$ cat src/common/dcache_pkg.sv
package dcache_pkg;

   // data word on both the processor side and the memory side
   typedef logic [31:0] word_t;

   // byte address
   typedef logic [31:0] addr_t;

   // byte-in-block bits of the address
   // bit 2 picks the word, bits 1:0 are the byte in the word
   localparam int WORD_OFFSET_BITS = 3;

   // log2 of the number of sets, eight sets by default
   localparam int DEFAULT_INDEX_BITS = 3;

   // way number, 0 is the left way and 1 is the right way
   typedef logic [0:0] way_t;

   // controller states
   // WB1/WB2 write back a dirty victim, READ1/READ2 fill the block
   // DIRTY looks at one frame of the flush walk, FLUSH1/FLUSH2 write it back
   typedef enum logic [3:0] {
      IDLE,
      WB1,
      WB2,
      READ1,
      READ2,
      DIRTY,
      FLUSH1,
      FLUSH2,
      HALT
   } cache_state_t;

endpackage

$ cat src/logic/flush_counter.sv
`timescale 1ns/1ps

module flush_counter
   import dcache_pkg::*;
#(
   parameter int INDEX_BITS = DEFAULT_INDEX_BITS
)
(
   input  logic                  CLK,
   input  logic                  nRST,
   input  logic                  count_en,
   input  logic                  count_clr,
   output way_t                  frame_way,
   output logic [INDEX_BITS-1:0] frame_index,
   output logic                  walk_done
);

   // top bit flags the end of the walk, next bit is the way, the rest the set
   logic [INDEX_BITS+1:0] count;

   always_ff @(posedge CLK or negedge nRST)
   begin
      if (!nRST)
      begin
         count <= '0;
      end
      else if (count_clr)
      begin
         count <= '0;
      end
      else if (count_en && !walk_done)
      begin
         count <= count + 1'b1;
      end
   end

   // all sets of way 0 are visited before way 1
   assign frame_index = count[INDEX_BITS-1:0];
   assign frame_way   = count[INDEX_BITS];
   assign walk_done   = count[INDEX_BITS+1];

endmodule

$ cat src/dcache/cache_ctrl.sv
`timescale 1ns/1ps

module cache_ctrl
   import dcache_pkg::*;
(
   input  logic         CLK,
   input  logic         nRST,
   input  logic         halt,
   input  logic         dmemREN,
   input  logic         dmemWEN,
   input  logic         dwait,
   input  logic         hit,
   input  logic         victim_dirty,
   input  logic         frame_dirty,
   input  logic         walk_done,
   output cache_state_t state,
   output logic         count_en,
   output logic         count_clr,
   output logic         dREN,
   output logic         dWEN,
   output logic         flushed
);

   cache_state_t next_state;
   logic         req;

   // any processor access this cycle
   assign req = dmemREN | dmemWEN;

   always_ff @(posedge CLK or negedge nRST)
   begin
      if (!nRST)
      begin
         state <= IDLE;
      end
      else
      begin
         state <= next_state;
      end
   end

   always_comb
   begin
      next_state = state;
      count_en   = 1'b0;
      count_clr  = 1'b0;

      unique case (state)
         IDLE:
         begin
            // halt wins over a pending access
            if (halt)
            begin
               count_clr  = 1'b1;
               next_state = DIRTY;
            end
            else if (req && !hit)
            begin
               // dirty victim goes out to memory before the fill
               if (victim_dirty)
               begin
                  next_state = WB1;
               end
               else
               begin
                  next_state = READ1;
               end
            end
         end
         WB1:
         begin
            if (!dwait)
            begin
               next_state = WB2;
            end
         end
         WB2:
         begin
            if (!dwait)
            begin
               next_state = READ1;
            end
         end
         READ1:
         begin
            if (!dwait)
            begin
               next_state = READ2;
            end
         end
         READ2:
         begin
            // block valid next cycle, hit is then seen in IDLE
            if (!dwait)
            begin
               next_state = IDLE;
            end
         end
         DIRTY:
         begin
            if (walk_done)
            begin
               next_state = HALT;
            end
            else if (frame_dirty)
            begin
               next_state = FLUSH1;
            end
            else
            begin
               // clean or invalid frame, skip it
               count_en = 1'b1;
            end
         end
         FLUSH1:
         begin
            if (!dwait)
            begin
               next_state = FLUSH2;
            end
         end
         FLUSH2:
         begin
            // frame written back, move on to the next one
            if (!dwait)
            begin
               count_en   = 1'b1;
               next_state = DIRTY;
            end
         end
         HALT:
         begin
            // only reset leaves here
            next_state = HALT;
         end
         default:
         begin
            next_state = IDLE;
         end
      endcase
   end

   // memory strobes held for the whole state, so they stay up while dwait is high
   assign dWEN = (state == WB1) || (state == WB2) ||
                 (state == FLUSH1) || (state == FLUSH2);
   assign dREN = (state == READ1) || (state == READ2);

   assign flushed = (state == HALT);

endmodule

$ cat src/dcache/block_store.sv
`timescale 1ns/1ps

module block_store
   import dcache_pkg::*;
#(
   parameter int INDEX_BITS = DEFAULT_INDEX_BITS
)
(
   input  logic                  CLK,
   input  logic                  nRST,
   input  cache_state_t          state,
   input  logic                  dmemREN,
   input  logic                  dmemWEN,
   input  logic                  dwait,
   input  addr_t                 dmemaddr,
   input  word_t                 dmemstore,
   input  word_t                 dload,
   input  way_t                  frame_way,
   input  logic [INDEX_BITS-1:0] frame_index,
   output logic                  hit,
   output logic                  victim_dirty,
   output logic                  frame_dirty,
   output logic                  dhit,
   output word_t                 dmemload,
   output word_t                 dstore,
   output addr_t                 daddr
);

   localparam int SETS     = 1 << INDEX_BITS;
   localparam int TAG_BITS = 32 - INDEX_BITS - WORD_OFFSET_BITS;

   typedef logic [TAG_BITS-1:0]   tag_t;
   typedef logic [INDEX_BITS-1:0] index_t;

   // storage, indexed [way][set]
   tag_t  tags  [2][SETS];
   word_t data0 [2][SETS];
   word_t data1 [2][SETS];
   logic  valid [2][SETS];
   logic  dirty [2][SETS];
   // per set, the least recently used way, which is also the next victim
   way_t  lru   [SETS];

   tag_t   req_tag;
   index_t req_index;
   logic   req_word;
   logic   hit_left;
   logic   hit_right;
   way_t   hit_way;
   way_t   victim;
   logic   rd_hit;
   logic   wr_hit;
   logic   xfer;
   logic   second;

   // split the processor address
   assign req_tag   = dmemaddr[31 -: TAG_BITS];
   assign req_index = dmemaddr[WORD_OFFSET_BITS +: INDEX_BITS];
   assign req_word  = dmemaddr[2];

   // both ways compared in parallel
   assign hit_left  = valid[0][req_index] && (tags[0][req_index] == req_tag);
   assign hit_right = valid[1][req_index] && (tags[1][req_index] == req_tag);
   assign hit       = hit_left | hit_right;
   assign hit_way   = way_t'(hit_right);

   assign victim       = lru[req_index];
   assign victim_dirty = valid[victim][req_index] && dirty[victim][req_index];
   assign frame_dirty  = valid[frame_way][frame_index] && dirty[frame_way][frame_index];

   // hits are only served in IDLE; a read wins if both strobes are up
   assign dhit   = (state == IDLE) && (dmemREN || dmemWEN) && hit;
   assign rd_hit = dhit && dmemREN;
   assign wr_hit = dhit && !dmemREN;

   assign dmemload = req_word ? data1[hit_way][req_index] : data0[hit_way][req_index];

   // a memory word moves on any edge with dwait low
   assign xfer   = !dwait;
   // second word of the block in the *2 states
   assign second = (state == WB2) || (state == READ2) || (state == FLUSH2);

   always_comb
   begin
      daddr  = '0;
      dstore = '0;
      unique case (state)
         WB1, WB2:
         begin
            // victim block of the requested set
            daddr  = {tags[victim][req_index], req_index, second, 2'b00};
            dstore = second ? data1[victim][req_index] : data0[victim][req_index];
         end
         READ1, READ2:
         begin
            daddr = {req_tag, req_index, second, 2'b00};
         end
         FLUSH1, FLUSH2:
         begin
            // frame picked by the flush counter
            daddr  = {tags[frame_way][frame_index], frame_index, second, 2'b00};
            dstore = second ? data1[frame_way][frame_index] : data0[frame_way][frame_index];
         end
         default:
         begin
            daddr  = '0;
            dstore = '0;
         end
      endcase
   end

   // tag and data arrays
   always_ff @(posedge CLK)
   begin
      if (wr_hit)
      begin
         if (req_word)
         begin
            data1[hit_way][req_index] <= dmemstore;
         end
         else
         begin
            data0[hit_way][req_index] <= dmemstore;
         end
      end
      // fill words land in the victim frame
      if (state == READ1 && xfer)
      begin
         data0[victim][req_index] <= dload;
      end
      if (state == READ2 && xfer)
      begin
         data1[victim][req_index] <= dload;
         tags[victim][req_index]  <= req_tag;
      end
   end

   // valid, dirty and LRU bits
   always_ff @(posedge CLK or negedge nRST)
   begin
      if (!nRST)
      begin
         for (int s = 0; s < SETS; s++)
         begin
            valid[0][s] <= 1'b0;
            valid[1][s] <= 1'b0;
            dirty[0][s] <= 1'b0;
            dirty[1][s] <= 1'b0;
            lru[s]      <= '0;
         end
      end
      else
      begin
         // the other way becomes least recently used
         if (rd_hit || wr_hit)
         begin
            lru[req_index] <= ~hit_way;
         end
         if (wr_hit)
         begin
            dirty[hit_way][req_index] <= 1'b1;
         end
         // victim is clean once its second word is out
         if (state == WB2 && xfer)
         begin
            dirty[victim][req_index] <= 1'b0;
         end
         // fill done, install as a clean valid block
         if (state == READ2 && xfer)
         begin
            valid[victim][req_index] <= 1'b1;
            dirty[victim][req_index] <= 1'b0;
            lru[req_index]           <= ~victim;
         end
         if (state == FLUSH2 && xfer)
         begin
            dirty[frame_way][frame_index] <= 1'b0;
         end
      end
   end

endmodule

$ cat src/dcache/dcache_top.sv
`timescale 1ns/1ps

module dcache_top
   import dcache_pkg::*;
#(
   parameter int INDEX_BITS = DEFAULT_INDEX_BITS
)
(
   input  logic  CLK,
   input  logic  nRST,

   // processor side
   input  logic  halt,
   input  logic  dmemREN,
   input  logic  dmemWEN,
   input  addr_t dmemaddr,
   input  word_t dmemstore,
   output logic  dhit,
   output word_t dmemload,
   output logic  flushed,

   // memory side
   output logic  dREN,
   output logic  dWEN,
   output addr_t daddr,
   output word_t dstore,
   input  word_t dload,
   input  logic  dwait
);

   cache_state_t state;
   logic hit;
   logic victim_dirty;
   logic frame_dirty;
   logic count_en;
   logic count_clr;
   logic walk_done;
   way_t frame_way;
   logic [INDEX_BITS-1:0] frame_index;

   // sequencing for misses and the flush walk
   cache_ctrl u_ctrl (
      .CLK          (CLK),
      .nRST         (nRST),
      .halt         (halt),
      .dmemREN      (dmemREN),
      .dmemWEN      (dmemWEN),
      .dwait        (dwait),
      .hit          (hit),
      .victim_dirty (victim_dirty),
      .frame_dirty  (frame_dirty),
      .walk_done    (walk_done),
      .state        (state),
      .count_en     (count_en),
      .count_clr    (count_clr),
      .dREN         (dREN),
      .dWEN         (dWEN),
      .flushed      (flushed)
   );

   // frame pointer used only while flushing
   flush_counter #(
      .INDEX_BITS (INDEX_BITS)
   ) u_counter (
      .CLK         (CLK),
      .nRST        (nRST),
      .count_en    (count_en),
      .count_clr   (count_clr),
      .frame_way   (frame_way),
      .frame_index (frame_index),
      .walk_done   (walk_done)
   );

   // arrays plus hit compare and memory address/data muxing
   block_store #(
      .INDEX_BITS (INDEX_BITS)
   ) u_store (
      .CLK          (CLK),
      .nRST         (nRST),
      .state        (state),
      .dmemREN      (dmemREN),
      .dmemWEN      (dmemWEN),
      .dwait        (dwait),
      .dmemaddr     (dmemaddr),
      .dmemstore    (dmemstore),
      .dload        (dload),
      .frame_way    (frame_way),
      .frame_index  (frame_index),
      .hit          (hit),
      .victim_dirty (victim_dirty),
      .frame_dirty  (frame_dirty),
      .dhit         (dhit),
      .dmemload     (dmemload),
      .dstore       (dstore),
      .daddr        (daddr)
   );

endmodule

$ cat config.mk
export PLATFORM = sky130hd
export DESIGN_NAME = dcache_top
export DESIGN_NICKNAME = d
export VERILOG_FILES = /design/src/common/dcache_pkg.sv /design/src/logic/flush_counter.sv /design/src/dcache/cache_ctrl.sv /design/src/dcache/block_store.sv /design/src/dcache/dcache_top.sv
export SDC_FILE = /design/constraint.sdc
export NUM_CORES = 2
export LEC_CHECK = 0
export ABC_CLOCK_PERIOD_IN_PS = 15190
export BUFFER_PORTS_ARGS = -buffer_cell sky130_fd_sc_hd__buf_2
export CAP_MARGIN = 15
export CORE_MARGIN = 2
export CORE_UTILIZATION = 35
export CTS_CLUSTER_SIZE = 10
export DETAILED_ROUTE_END_ITERATION = 6
export SYNTH_ARGS = -nofsm -noshare
export SYNTH_HDL_FRONTEND = slang
export SYNTH_SLANG_ARGS = --single-unit
export TNS_END_PERCENT = 50
$ cat constraint.sdc
create_clock -name CLK -period 15.19 [get_ports CLK]
set_input_delay 1.519 -clock CLK [delete_from_list [all_inputs] [get_ports CLK]]
set_output_delay 1.519 -clock CLK [all_outputs]
set_load 0.01 [all_outputs]
==> reports/qor.yml <==
path_cells: "buf_8 -> buf_4 -> inv_2 -> buf_4 -> mux2i_1 -> xor2_1 -> nand4_1 -> or4b_1 -> or4_1 -> nor2_4 -> buf_4 -> nand2_1 -> a21oi_1 -> nor4_1 -> a21oi_1 -> buf_2"
synth_fa_ha_area_share_pct: 0.0468
rows: 175
synth_compound_area_share_pct: 4.68
cp.required_ps: 13670
mostFrequentLayoutCells: "edfxtp_1, mux4_2, nand2_1, mux2i_1, buf_2"
cp_top_family: "buffers and inverters"
dr.pass1.iters: 6
rsz0062_at_grt: "false"
finalSetupViolCount: 0
hold_depth: 1
whs_ps: 503
ctsHoldBuffers: 0
synth-simple-area-share_pct: 3.47
yosysTopAreaCellShare_pct: 53.9
ios: 202
power_leakage_nw: 28.8
cp_slowest_stage_delay_ps: 960
status: "finished, final reports clean"
path_class: "in -> out"
synthDistinctLibCells: 69
syn_inst: 4504
n_fill_cell: 20300
grt_usage_pct: 23.6
dp_cells: 7436
cap_violations: 0
grt_antenna_before_repair: 20
ys_top_cells_by_area: "edfxtp_1, mux4_2, mux2i_1"
postSynth.asyncResetShare_pct: 3.29
holdCritPathClass: "reg -> reg"
final_layout_size_suffix_gt1_share_pct: 37.8
drc_errors: 0
yosysTopAreaCell: "edfxtp_1"
clk_latency_ps: 870
cp_common_cell: "buf_4"
critical-path-slowest-cell: "buf_4"
grt_max_degree: 110
drtAntennaViolNets: 0
endpoint_kind: "output pin"
num_vias: 51300
nets: 4709
syn_avg_cell_area_um2: 17.8
grt_overflow: 0
clk_pin_slew_ps: 50
reg2reg_depth: 11
wire_per_inst_um: 36.3
fmax_mhz: 94.2
ir_drop_mv: 0.165
critPathArrivalTime_ps: 9090
initial_core_util_pct: 35.2
min_period_over_period_pct: 69.9
synth_area_um2: 80200
fin_util_pct: 39.5
dieArea_um2: 233000
cts_tree: "done"
dp_hpwl_mm: 157
gp_congestion: 0.828
clock_skew_ps: 75.7
synth_top_family_by_area: "multiplexers"
drt_iter0_markers: 7387
finalMaxSlewViolations: 0
synthToLayoutAreaGrowth_pct: 12.1
coreArea_um2: 228000
die_x_um: 483
crit_cells: 16
instances_no_fill: 7692
portBuffers: 197
crit_buf_inv: 6
synth-xor-area-share_pct: 0.610
layout_commonest_cell: "edfxtp_1"
ys.warnings.count: 0
grt_pass1_vias: 50300
yosysSeqAreaShare_pct: 55.4
synth_edf_count: 1440
synth_ff_type: "edfxtp_1"
cts_sinks: 1489
cts_setup_buffers: 0
clockBufferDepth: 3
muxShareOfSynthArea_pct: 33.6
drt-total-wl_mm: 279
die_h_um: 483
period_needed_ps: 10610
cp_max_fo: 87
root_buffer: "clkbuf_16"
ys_ff_latch: 1489
cts-buffers-inserted: 174
cts_resized: 0
critPathLaunchType: "input pin"
tns_ps: 0
slew_headroom_pct: 19.1
via_per_inst: 6.67
grt_pass1_wl_mm: 388
htree_levels: 4
p_per_area_nw_per_um2: 148
final_hold_viol_count: 0
worst_pin_slew_ps: 1210
[metrics by stage]
| step | area (µm²) | setup WS, ps | power (mW) |
|---|---|---|---|
| 6_report | 89900 | 4580 | 13.3 |
| 3_5_place_dp | 84900 | 4570 | 9.51 |
| 4_1_cts | 89900 | 4560 | 13.3 |
| 5_1_grt | 89900 | 4380 | 13.7 |
| 2_1_floorplan | 80200 | 8380 | 7.99 |
| 3_3_place_gp | 84900 | 4570 | 9.50 |
[report_power, final]
part           total [mW]  internal [mW]  switching, mW
Sequential           4.84           4.70          0.137
Clock                3.83           2.14           1.69
Combinational        4.60           2.07           2.53
Total                13.3           8.91           4.36
[cell usage after synthesis (13+ instances only)]
master,number
a221oi_1,21
o21ai_0,38
or2_2,22
mux4_2,1048
nor4_1,38
buf_1,84
o221ai_1,16
a21oi_1,137
dfrtp_1,49
edfxtp_1,1440
a2111oi_0,25
xnor2_1,25
a22oi_1,103
nand3_1,28
a22o_1,35
xor2_1,29
clkbuf_1,241
mux2_2,76
nor3_1,13
mux2i_1,243
a221o_1,18
o22ai_1,99
nand2_1,333
nor2_1,112
buf_2,66
[state kept, by name (all words and copies together), names as in the netlist]
register,count
u_store.data0,512
u_store.data1,512
u_store.tags,416
u_store.dirty,16
u_store.valid,16
u_store.lru,8
u_counter.count,5
u_ctrl.state,4
[path summary, 6_finish.rpt]
path	from	to	slack, ps
max	dmemaddr[3]	dmemload[10]	4580
min	u_store.valid[7]	u_store.valid[7]	500
max reg2reg	u_store.tags[1][141]	u_store.data0[1][133]	8660
min reg2reg	u_store.valid[7]	u_store.valid[7]	500
max in group asynchronous	nRST	u_counter.count[3]	13830
min in group asynchronous	nRST	u_store.lru[5]	830
[kinds of logic after synthesis]
kind of cell / count (synthesis)
mux: 1370
other cells: 1
compound gates: 544
xor+xnor: 55
flops: 1489
fa+ha+maj: 3
simple gates: 622
buf+inv: 420
[layer usage]
layer,global-route usage (%),share of wire [%]
met4,9.64,4.5
met1,32.0,38
met3,5.17,11
met5,0,0.032
met2,37.0,47
[layout make-up]
| cell class | count | area (µm²) | share of cell area, % |
|---|---|---|---|
| antenna | 11 | 27.5 | 0.0306 |
| clock buffer | 216 | 4570 | 5.09 |
| clock inverter | 28 | 433 | 0.481 |
| inverter | 15 | 63.8 | 0.0709 |
| multi-input combinational | 2596 | 34500 | 38.4 |
| sequential | 1489 | 44500 | 49.5 |
| tap | 3009 | 3760 | 4.19 |
| timing repair buffer | 328 | 2080 | 2.32 |
No activity file was read; power rests on OpenSTA's default activity.
